--- config.mk ---
export PLATFORM = sky130hd
export DESIGN_NAME = rv32_core
export DESIGN_NICKNAME = d
export VERILOG_FILES = /design/src/verilog/rv_pkg.sv /design/src/verilog/rv32_core.sv /design/src/verilog/execute_stage.sv /design/src/verilog/decode_stage.sv /design/src/verilog/register_file.sv /design/src/verilog/ahb_fetch_fsm.sv /design/src/verilog/pc_counter.sv
export SDC_FILE = /design/constraint.sdc
export NUM_CORES = 2
export LEC_CHECK = 0
export ABC_AREA = 0
export BUFFER_PORTS_ARGS = -buffer_cell sky130_fd_sc_hd__buf_2
export CORE_ASPECT_RATIO = 1.4
export CORE_UTILIZATION = 40
export DETAILED_ROUTE_END_ITERATION = 12
export RECOVER_POWER = 50
export SYNTH_ARGS = -nofsm -noshare
export SYNTH_HDL_FRONTEND = slang
export SYNTH_SLANG_ARGS = --single-unit
export TNS_END_PERCENT = 50
--- constraint.sdc ---
create_clock -name clk -period 14.8 [get_ports clk]
set_clock_uncertainty 0.2 [all_clocks]
set_input_delay 2.96 -clock clk [delete_from_list [all_inputs] [get_ports clk]]
set_output_delay 2.96 -clock clk [all_outputs]
set_load 0.05 [all_outputs]
--- src/verilog/rv_pkg.sv ---
`default_nettype none

package rv_pkg;

    typedef logic [31:0] word_t;                    // data word, instruction or byte address
    typedef logic [4:0]  reg_idx_t;                 // architectural register index
    typedef logic [1:0]  htrans_t;                  // AHB transfer type

    localparam htrans_t HTRANS_IDLE   = 2'b00;      // no transfer this cycle
    localparam htrans_t HTRANS_NONSEQ = 2'b10;      // single word read

    localparam word_t RESET_PC = 32'h0000_0000;     // first fetch address
    localparam word_t PC_STEP  = 32'd4;             // one word per instruction
    localparam int    NUM_REGS = 32;                // x0 .. x31

    // major opcodes still decoded by the core
    localparam logic [6:0] OPC_OP     = 7'b0110011; // register-register ALU
    localparam logic [6:0] OPC_OP_IMM = 7'b0010011; // register-immediate ALU
    localparam logic [6:0] OPC_LUI    = 7'b0110111; // load upper immediate
    localparam logic [6:0] OPC_SYSTEM = 7'b1110011; // only EBREAK is honoured

    localparam word_t EBREAK_WORD = 32'h0010_0073;  // full encoding, no other SYSTEM word

    typedef enum logic [2:0] {
        ALU_ADD,                                    // a + b
        ALU_SUB,                                    // a - b
        ALU_AND,
        ALU_OR,
        ALU_XOR,
        ALU_SLT,                                    // signed compare, 0 or 1
        ALU_PASS_B                                  // b straight through, used by LUI
    } alu_op_e;

    typedef enum logic [1:0] {
        IDLE,                                       // one quiet cycle after reset
        FETCH,                                      // issuing a read every accepted cycle
        HALTED                                      // EBREAK seen, bus parked until reset
    } fetch_state_e;

    typedef struct packed {
        logic     valid;                            // record holds a kept instruction
        logic     writes_rd;                        // result goes to rd
        reg_idx_t rd;
        reg_idx_t rs1;
        reg_idx_t rs2;
        logic     use_imm;                          // b comes from imm, not from rs2
        word_t    imm;                              // I- or U-type immediate, already extended
        alu_op_e  alu_op;
        word_t    a;                                // rs1 value as read in decode
        word_t    b;                                // rs2 value as read in decode
    } decoded_t;

    typedef struct packed {
        logic     valid;                            // write rd this cycle
        reg_idx_t rd;
        word_t    data;
    } retire_t;

endpackage

`default_nettype wire
--- src/verilog/rv32_core.sv ---
`default_nettype none

module rv32_core (
    input  wire logic          clk,
    input  wire logic          rst,
    input  wire logic          hready,          // AHB-Lite slave ready
    input  wire rv_pkg::word_t hrdata,          // AHB-Lite read data
    output rv_pkg::word_t      haddr,
    output rv_pkg::htrans_t    htrans,
    output rv_pkg::retire_t    retire,          // one record per written-back instruction
    output logic               halted           // EBREAK reached
);

    logic             advance;                  // fsm -> pc, address accepted
    logic             fetch_valid;              // fsm -> decode
    rv_pkg::word_t    fetch_word;
    logic             ebreak;                   // decode -> fsm
    rv_pkg::reg_idx_t rs1;                      // decode -> register file
    rv_pkg::reg_idx_t rs2;
    rv_pkg::word_t    rdata1;                   // register file -> decode
    rv_pkg::word_t    rdata2;
    rv_pkg::decoded_t dec;                      // decode -> execute

    pc_counter u_pc (
        .clk     (clk),
        .rst     (rst),
        .advance (advance),
        .pc      (haddr)                        // counter drives the bus address directly
    );

    ahb_fetch_fsm u_fetch (
        .clk         (clk),
        .rst         (rst),
        .hready      (hready),
        .hrdata      (hrdata),
        .ebreak      (ebreak),
        .htrans      (htrans),
        .advance     (advance),
        .fetch_valid (fetch_valid),
        .fetch_word  (fetch_word),
        .halted      (halted)
    );

    register_file u_regs (
        .clk    (clk),
        .rst    (rst),
        .rs1    (rs1),
        .rs2    (rs2),
        .wr     (retire),                       // writeback shares the retire record
        .rdata1 (rdata1),
        .rdata2 (rdata2)
    );

    decode_stage u_decode (
        .clk         (clk),
        .rst         (rst),
        .fetch_valid (fetch_valid),
        .fetch_word  (fetch_word),
        .rdata1      (rdata1),
        .rdata2      (rdata2),
        .rs1         (rs1),
        .rs2         (rs2),
        .ebreak      (ebreak),
        .dec         (dec)
    );

    execute_stage u_execute (
        .clk    (clk),
        .rst    (rst),
        .dec    (dec),
        .retire (retire)
    );

endmodule

`default_nettype wire

--- src/verilog/execute_stage.sv ---
`default_nettype none

module execute_stage (
    input  wire logic             clk,
    input  wire logic             rst,
    input  wire rv_pkg::decoded_t dec,          // decode/execute register
    output rv_pkg::retire_t       retire        // writeback register, also the RF write port
);

    logic            fwd_a;                     // rs1 produced by the previous instruction
    logic            fwd_b;
    rv_pkg::word_t   op_a;
    rv_pkg::word_t   rs2_val;
    rv_pkg::word_t   op_b;
    rv_pkg::word_t   result;
    rv_pkg::retire_t retire_next;

    // the register file read happened one cycle too early for the
    // instruction right before, so its result comes from the writeback register
    assign fwd_a = retire.valid && (retire.rd != '0) && (retire.rd == dec.rs1);
    assign fwd_b = retire.valid && (retire.rd != '0) && (retire.rd == dec.rs2);

    assign op_a    = fwd_a ? retire.data : dec.a;
    assign rs2_val = fwd_b ? retire.data : dec.b;
    assign op_b    = dec.use_imm ? dec.imm : rs2_val; // immediate forms ignore rs2

    always_comb begin
        case (dec.alu_op)
            rv_pkg::ALU_ADD:    result = op_a + op_b;
            rv_pkg::ALU_SUB:    result = op_a - op_b;
            rv_pkg::ALU_AND:    result = op_a & op_b;
            rv_pkg::ALU_OR:     result = op_a | op_b;
            rv_pkg::ALU_XOR:    result = op_a ^ op_b;
            rv_pkg::ALU_SLT:    result = {31'b0, $signed(op_a) < $signed(op_b)};
            rv_pkg::ALU_PASS_B: result = op_b;  // LUI
            default:            result = '0;
        endcase
    end

    assign retire_next.valid = dec.valid && dec.writes_rd; // bubbles retire nothing
    assign retire_next.rd    = dec.rd;
    assign retire_next.data  = result;

    always_ff @(posedge clk) begin
        if (rst) begin
            retire.valid <= 1'b0;
        end else begin
            retire.valid <= retire_next.valid;
        end
        retire.rd   <= retire_next.rd;
        retire.data <= retire_next.data;
    end

endmodule

`default_nettype wire

--- src/verilog/decode_stage.sv ---
`default_nettype none

module decode_stage (
    input  wire logic          clk,
    input  wire logic          rst,
    input  wire logic          fetch_valid,     // new word from the bus this cycle
    input  wire rv_pkg::word_t fetch_word,
    input  wire rv_pkg::word_t rdata1,          // register file, read combinationally
    input  wire rv_pkg::word_t rdata2,
    output rv_pkg::reg_idx_t   rs1,
    output rv_pkg::reg_idx_t   rs2,
    output logic               ebreak,          // halt request to the fetch sequencer
    output rv_pkg::decoded_t   dec              // decode/execute register
);

    logic             fd_valid;                 // fetch/decode register
    rv_pkg::word_t    fd_word;
    logic [6:0]       opcode;
    logic [2:0]       funct3;
    logic [6:0]       funct7;
    logic             f7_zero;                  // plain funct7, no SUB flag
    rv_pkg::word_t    imm_i;
    rv_pkg::word_t    imm_u;
    logic             known;                    // word is one of the kept instructions
    rv_pkg::decoded_t d;

    // no back-pressure here, a cycle without a word becomes a bubble
    always_ff @(posedge clk) begin
        if (rst) begin
            fd_valid <= 1'b0;
        end else begin
            fd_valid <= fetch_valid;
        end
        if (fetch_valid) begin
            fd_word <= fetch_word;
        end
    end

    assign opcode  = fd_word[6:0];
    assign funct3  = fd_word[14:12];
    assign funct7  = fd_word[31:25];
    assign f7_zero = (funct7 == 7'h00);
    assign rs1     = fd_word[19:15];            // straight to the register file
    assign rs2     = fd_word[24:20];
    assign imm_i   = {{20{fd_word[31]}}, fd_word[31:20]}; // sign extended 12 bits
    assign imm_u   = {fd_word[31:12], 12'h000};
    assign ebreak  = fd_valid && (fd_word == rv_pkg::EBREAK_WORD);

    always_comb begin
        d        = '0;
        d.rd     = fd_word[11:7];
        d.rs1    = rs1;
        d.rs2    = rs2;
        d.a      = rdata1;
        d.b      = rdata2;
        d.alu_op = rv_pkg::ALU_ADD;
        known    = 1'b0;
        case (opcode)
            rv_pkg::OPC_OP: begin
                case (funct3)
                    3'b000: begin
                        known    = f7_zero || (funct7 == 7'h20); // ADD or SUB
                        d.alu_op = funct7[5] ? rv_pkg::ALU_SUB : rv_pkg::ALU_ADD;
                    end
                    3'b010: begin known = f7_zero; d.alu_op = rv_pkg::ALU_SLT; end
                    3'b100: begin known = f7_zero; d.alu_op = rv_pkg::ALU_XOR; end
                    3'b110: begin known = f7_zero; d.alu_op = rv_pkg::ALU_OR;  end
                    3'b111: begin known = f7_zero; d.alu_op = rv_pkg::ALU_AND; end
                    default: known = 1'b0;       // shifts and SLTU not kept
                endcase
            end
            rv_pkg::OPC_OP_IMM: begin
                d.use_imm = 1'b1;
                d.imm     = imm_i;
                case (funct3)
                    3'b000: begin known = 1'b1; d.alu_op = rv_pkg::ALU_ADD; end
                    3'b100: begin known = 1'b1; d.alu_op = rv_pkg::ALU_XOR; end
                    3'b110: begin known = 1'b1; d.alu_op = rv_pkg::ALU_OR;  end
                    3'b111: begin known = 1'b1; d.alu_op = rv_pkg::ALU_AND; end
                    default: known = 1'b0;       // SLTI and shifts not kept
                endcase
            end
            rv_pkg::OPC_LUI: begin
                known     = 1'b1;
                d.use_imm = 1'b1;
                d.imm     = imm_u;
                d.alu_op  = rv_pkg::ALU_PASS_B;
            end
            default: known = 1'b0;               // EBREAK lands here too and never retires
        endcase
        d.valid     = fd_valid && known;
        d.writes_rd = known;                     // every kept op writes rd
    end

    always_ff @(posedge clk) begin
        if (rst) begin
            dec.valid <= 1'b0;
        end else begin
            dec.valid <= d.valid;
        end
        dec.writes_rd <= d.writes_rd;
        dec.rd        <= d.rd;
        dec.rs1       <= d.rs1;
        dec.rs2       <= d.rs2;
        dec.use_imm   <= d.use_imm;
        dec.imm       <= d.imm;
        dec.alu_op    <= d.alu_op;
        dec.a         <= d.a;
        dec.b         <= d.b;
    end

endmodule

`default_nettype wire

--- src/verilog/register_file.sv ---
`default_nettype none

module register_file (
    input  wire logic            clk,
    input  wire logic            rst,
    input  wire rv_pkg::reg_idx_t rs1,
    input  wire rv_pkg::reg_idx_t rs2,
    input  wire rv_pkg::retire_t wr,            // writeback record from execute
    output rv_pkg::word_t        rdata1,
    output rv_pkg::word_t        rdata2
);

    rv_pkg::word_t regs [1:rv_pkg::NUM_REGS-1]; // x0 has no storage
    logic          wr_en;

    assign wr_en = wr.valid && (wr.rd != '0);   // writes to x0 are lost

    always_ff @(posedge clk) begin
        if (rst) begin
            for (int i = 1; i < rv_pkg::NUM_REGS; i++) begin
                regs[i] <= '0;
            end
        end else if (wr_en) begin
            regs[wr.rd] <= wr.data;
        end
    end

    // write-through, decode sees the value being written back this cycle
    assign rdata1 = (rs1 == '0) ? '0 : ((wr_en && wr.rd == rs1) ? wr.data : regs[rs1]);
    assign rdata2 = (rs2 == '0) ? '0 : ((wr_en && wr.rd == rs2) ? wr.data : regs[rs2]);

endmodule

`default_nettype wire

--- src/verilog/ahb_fetch_fsm.sv ---
`default_nettype none

module ahb_fetch_fsm (
    input  wire logic          clk,
    input  wire logic          rst,
    input  wire logic          hready,          // slave ready, ends address and data phases
    input  wire rv_pkg::word_t hrdata,          // read data of the pending data phase
    input  wire logic          ebreak,          // EBREAK sitting in fetch/decode
    output rv_pkg::htrans_t    htrans,
    output logic               advance,         // to pc_counter, address accepted
    output logic               fetch_valid,     // fetch_word is a new instruction
    output rv_pkg::word_t      fetch_word,
    output logic               halted
);

    rv_pkg::fetch_state_e state;                // sequencer state
    rv_pkg::fetch_state_e state_next;
    logic                 addr_phase;           // NONSEQ driven this cycle
    logic                 data_pending;         // a data phase is in flight

    always_comb begin
        state_next = state;
        case (state)
            rv_pkg::IDLE:   state_next = rv_pkg::FETCH;     // start right after the quiet cycle
            rv_pkg::FETCH:  if (ebreak) state_next = rv_pkg::HALTED;
            rv_pkg::HALTED: state_next = rv_pkg::HALTED;    // only reset leaves
            default:        state_next = rv_pkg::IDLE;
        endcase
    end

    always_ff @(posedge clk) begin
        if (rst) begin
            state <= rv_pkg::IDLE;
        end else begin
            state <= state_next;
        end
    end

    // the address phase stays up through the ebreak cycle so a transfer
    // already waiting on hready is never withdrawn
    assign addr_phase = (state == rv_pkg::FETCH);
    assign htrans     = addr_phase ? rv_pkg::HTRANS_NONSEQ : rv_pkg::HTRANS_IDLE;
    assign advance    = addr_phase && hready;   // slave samples address on this edge

    // pipelined bus, an accepted address becomes the next data phase
    always_ff @(posedge clk) begin
        if (rst) begin
            data_pending <= 1'b0;
        end else if (hready) begin
            data_pending <= addr_phase;         // previous data phase ends together with it
        end
    end

    // words after the EBREAK are dropped, including one landing in the ebreak cycle
    assign fetch_valid = data_pending && hready && addr_phase && !ebreak;
    assign fetch_word  = hrdata;                // sampled by decode only with fetch_valid
    assign halted      = (state == rv_pkg::HALTED);

endmodule

`default_nettype wire

--- src/verilog/pc_counter.sv ---
`default_nettype none

module pc_counter (
    input  wire logic          clk,
    input  wire logic          rst,
    input  wire logic          advance,         // address phase accepted this cycle
    output rv_pkg::word_t      pc               // address presented on the bus
);

    // the bus address only moves once the slave has taken it,
    // so a wait state leaves haddr stable as AHB requires
    always_ff @(posedge clk) begin
        if (rst) begin
            pc <= rv_pkg::RESET_PC;             // restart at the reset vector
        end else if (advance) begin
            pc <= pc + rv_pkg::PC_STEP;         // next sequential word
        end
    end

endmodule

`default_nettype wire

Yosys cells after proc, flatten, opt, wreduce, memory -nomap -nowiden --
Memories as Yosys holds them, arrays and structs flattened. A register that Yosys moved wholly into a read port is not among the register bits. Index checks and enable logic that the tools add are counted.
Cells by class: reduce and logical (&&, ||, !) cells 24, bitwise logic cells 3, $add $sub $neg 3, $lt $le $gt $ge 1, eq/ne operators 22, mux-type cells 27
Operators with widths (number):
- $pmux 32 s7 | 1
- $mux 32 | 6
- $pmux 33 s2 | 1
- $add 32x3->32 const B | 1
- $add 32x32->32 | 1
- $and 32x32->32 | 1
- $eq 32x21->1 const B | 1
- $lt 32x32->1 | 1
- $or 32x32->32 | 1
- $reduce_or 32->1 | 1
- $sub 32x32->32 | 1
- $xor 32x32->32 | 1
- $eq 7x6->1 const B | 3
- $eq 5x5->1 | 4
- $eq 3x3->1 const B | 6
- $pmux 3 s3 | 2
- $mux 5 | 3
- $pmux 3 s5 | 1
- $logic_and 1x1->1 | 12
- $logic_not 5->1 | 2
- $eq 3x2->1 const B | 3
- $mux 1 | 8
- $reduce_or 4->1 | 2
- $eq 7x5->1 const B | 1
- other kinds (14) | 16
Word-level totals: logic and storage cells 99, RAM bits 992, memories kept 1, register bits after elaboration 223, input bits 35, output and inout bits 73
Memories:
- u_regs.regs | depth 31, bits a word 32, read ports 2, clocked after memory_dff 2, wr ports 31, RTL line register_file.sv:13 | rv_pkg::word_t regs [1:rv_pkg::NUM_REGS-1];

Logic depth before layout (Yosys ltp) --
depth in word-level cells 7, gate-level depth with buffers 21, gate-level depth less buffers 17

Modules after synthesis --
Synthesis repeated with hierarchy kept, for this count alone.
Second synthesis, totals: cell total of the unflattened synthesis 5492, area total of the unflattened synthesis 69092.5 µm²
By module, submodules not included:
- register_file | sequential area each 30749.5 µm², times used 1, cells an instance 3923, area each 55512.0 µm²
- execute_stage | sequential area each 760.7 µm², times used 1, cells an instance 1095, area each 7754.9 µm²
- decode_stage | sequential area each 3323.2 µm², times used 1, cells an instance 256, area each 3923.8 µm²
- pc_counter | sequential area each 600.6 µm², times used 1, cells an instance 163, area each 1442.6 µm²
- ahb_fetch_fsm | sequential area each 60.1 µm², times used 1, cells an instance 55, area each 459.2 µm²

Worst setup path before layout --
OpenSTA, ideal clock, no wires.
path kind input -> register, start point input port hready, end point register (tool-made name), setup slack 9.392 ns, buffers on the path 2, stages on the path 5, data required time 14.477 ns, arrival time 5.085 ns, library setup time 0.123 ns, cells stage by stage and2_1 > clkbuf_1 > and3_1 > buf_1 > mux2_2
RTL lines:
- start, declared | RTL line rv32_core.sv:6 | input wire logic hready,

==> run summary <==
Yosys reg bits: 1255
grt total ovfl: 0
status: finished with violations
top_reg_cell synth: edfxtp_1
Worst R2R End: u_decode.dec[36]$_SDFF_PN0_
number of flops mapped to enable cells by yosys: 1056
# DRC: 0
RSZ-0062 raised after global routing: false
Starting Density: 0.403
hold endpoint: u_execute.retire[33]$_DFF_P_
Slew headroom: -1.65
most frequent cells in the layout: edfxtp_1, mux4_2, and2_1
commonest non-fill, non-tap cell in the layout: edfxtp_1
Post-CTS Setup Bufs: 0
Synth Instances: 4766
CP cell instances: buf_2, clkbuf_1, nor2b_1, nand3_1, clkbuf_1, nor2_1, or2_2
post-route cell area: 0.0744 mm^2
Total GRT Usage: 0.248
worst hold path cell count: 0
final hold vios: 0
Die W: 350 um
DR WL/cell: 30.2 um
CTS tree: built
clk slew on worst S/H paths: 70 ps
IO Port Bufs: 104
R2R setup slack: 7060 ps
global-route wire length before repair: 302000 um
fillers: 15000
Comb pwr share: 0.172
Int Pwr: 6390 uW
crit path max fanout: 33
nets: 4833
DRT Wirelength: 213000 um
# H-tree levels: 4
pwr/cell area: 123 mW/mm^2
cts hold-fix bufs: 0
number of buffers created by CTS: 135
Worst Hold Class: reg2reg
dpl cell area: 0.0705 mm^2
area leader, netlist: edfxtp_1
Die ar.: 0.171 mm^2
Sw Ratio: 0.304
clock share of power: 0.369
Routed Antenna Nets: 0
initial antenna violation count: 16
sequential share of power: 0.459
max-cap violations: 63
Post-Syn Area: 0.0677 mm^2
Slew @ Worst Pin: 3970 ps
top cell type's share of synthesized area: 0.468
Fmax achieved: 124 MHz
DR iter-0 viols: 4873
final max-slew violation count: 2353
Peak VDD IR: 136 uV
Psw: 2790 uW
Startpoint Class: input port
gpl congestion: 0.940
routed vias: 42000
Unique masters post-synth: 87
arrival time of the worst setup path: 8250 ps
CORE AREA: 0.168 mm^2
largest net degree at the start of global routing: 138
Top cell by count, worst path: clkbuf_1
vias in the first global route: 41500
root buf cell: clkbuf_16
Area Growth Syn to Fin: 9.84%
vias per cell: 5.97
failing checks: max-capacitance violations, max-slew violations
CP peak stage delay: 2200 ps
worst reg2reg path depth: 5
Syn. warnings: 0
clk sinks: 1255
Crit Path Category: in2reg
HP Start: u_decode.dec[111]$_DFF_P_
share of cells above drive strength 1: 0.220
ranking of synthesized cells by area: edfxtp_1, mux4_2, and2_1
Die Y: 489 um
Mapped Avg Cell Area: 14.2 um^2
Slowest-stage cell, CP: nor2_1
Crit. End Element: flip-flop
Critical path origin: rst
hpwl dp: 140000 um
Synth async-reset ratio: 0
Post-CTS Resized: 0
CTS max path bufs: 3
setup violators final: 0
Final TNS setup: 0 ps
sequential area share after synthesis: 0.527
CP required: 15010 ps
period utilisation layout: 0.543
Top Ports: 108
Pleak: 0.0262 uW
count of standard-cell rows: 178
DRT Pass-1 Iters: 6
Final min period: 8040 ps
Clock Latency Late Sink: 810 ps
-- cell type report --
| class | count | area, um^2 | area share |
|---|---|---|---|
| clock inverters | 66 | 583 | 0.00784 |
| diodes | 3 | 7.51 | 0.000101 |
| flip-flops and latches | 1255 | 35700 | 0.480 |
| well taps | 2250 | 2820 | 0.0378 |
| clock buffers | 180 | 3700 | 0.0498 |
| multi-input cells | 2991 | 30200 | 0.405 |
| inverters | 104 | 390 | 0.00525 |
| repair buffers | 197 | 1030 | 0.0138 |
-- critical path, delay by kind of cell --
family / cells / cell delay [ps]
AND/OR/NAND/NOR: 4 / 3900
buffers and inverters: 3 / 1240
-- stage by stage --
step	util	cells	setup WS (ps)	total power [uW]	hold WS, ps
finish	0.442	7046	6760	9180	130
floorplan	-	4800	9390	5160	110
global placement	0.419	6797	7910	5840	114
global route	0.442	7044	6580	9420	135
CTS	0.445	7043	8470	9210	131
detailed placement	0.419	6797	7870	5860	117
-- cells in the mapped netlist, types with 14 or more instances --
cell type,n
xnor2_1,29
a22oi_1,23
a221o_1,15
clkbuf_1,356
edfxtp_1,1056
buf_1,68
o22ai_1,22
nor3_1,26
nand3_1,29
nand2_1,93
nor2b_1,14
nor2_1,235
o21bai_1,17
a21o_1,35
and2_1,1010
buf_2,18
mux4_2,640
xor2_1,30
o21ai_0,69
a21oi_1,94
inv_1,102
ha_1,112
o221ai_1,14
or2_2,36
a211oi_1,71
dfxtp_1,199
mux2i_1,105
and3_1,19
mux2_2,47
-- per-layer routing --
metal / share of wire / vias to the layer above / global-route usage
met5: 0.000033 / - / 0
met4: 0.045 / 2 / 0.0968
met3: 0.076 / 377 / 0.0404
met2: 0.50 / 1849 / 0.418
met1: 0.38 / 21900 / 0.319
li1: - / 17900 / -
-- state kept, by name, indices dropped and copies added (netlist names), named ones only --
register / flops
u_decode.dec: 117
u_fetch.data_pending: 1
u_decode.fd_word: 32
u_pc.pc: 30
u_execute.retire: 38
u_regs.regs: 1024
u_fetch.state: 2
u_decode.fd_valid: 1
-- worst max-delay path by stage --
stage	endpoint	slack (ps)	cells after the start
3_5_place_dp	u_regs.regs[13][16]$_SDFFCE_PN0P_	7870	6
4_1_cts	u_execute.retire[30]$_DFF_P_	8470	19
5_1_grt	u_regs.regs[15][22]$_SDFFCE_PN0P_	6580	7
2_1_floorplan	flip-flop	9390	5
6_report	u_regs.regs[15][20]$_SDFFCE_PN0P_	6760	7
3_3_place_gp	u_regs.regs[13][16]$_SDFFCE_PN0P_	7910	6
-- cell families after synthesis --
kind of cell,share of synthesized area
other cells,0.0000554
buf+inv,0.0316
flops,0.527
compound gates,0.0467
xor+xnor,0.00763
fa+ha+maj,0.0213
mux,0.236
simple gates,0.130
-- power by group through the flow --
stage / combinational (uW) / clock (uW) / sequential [uW]
detailed placement: 1580 / 0 / 4280
floorplan: 875 / 0 / 4280
CTS: 1580 / 3430 / 4210
global placement: 1570 / 0 / 4270
global route: 1650 / 3540 / 4230
finish: 1580 / 3390 / 4210
(Power assumes the default switching activity.)
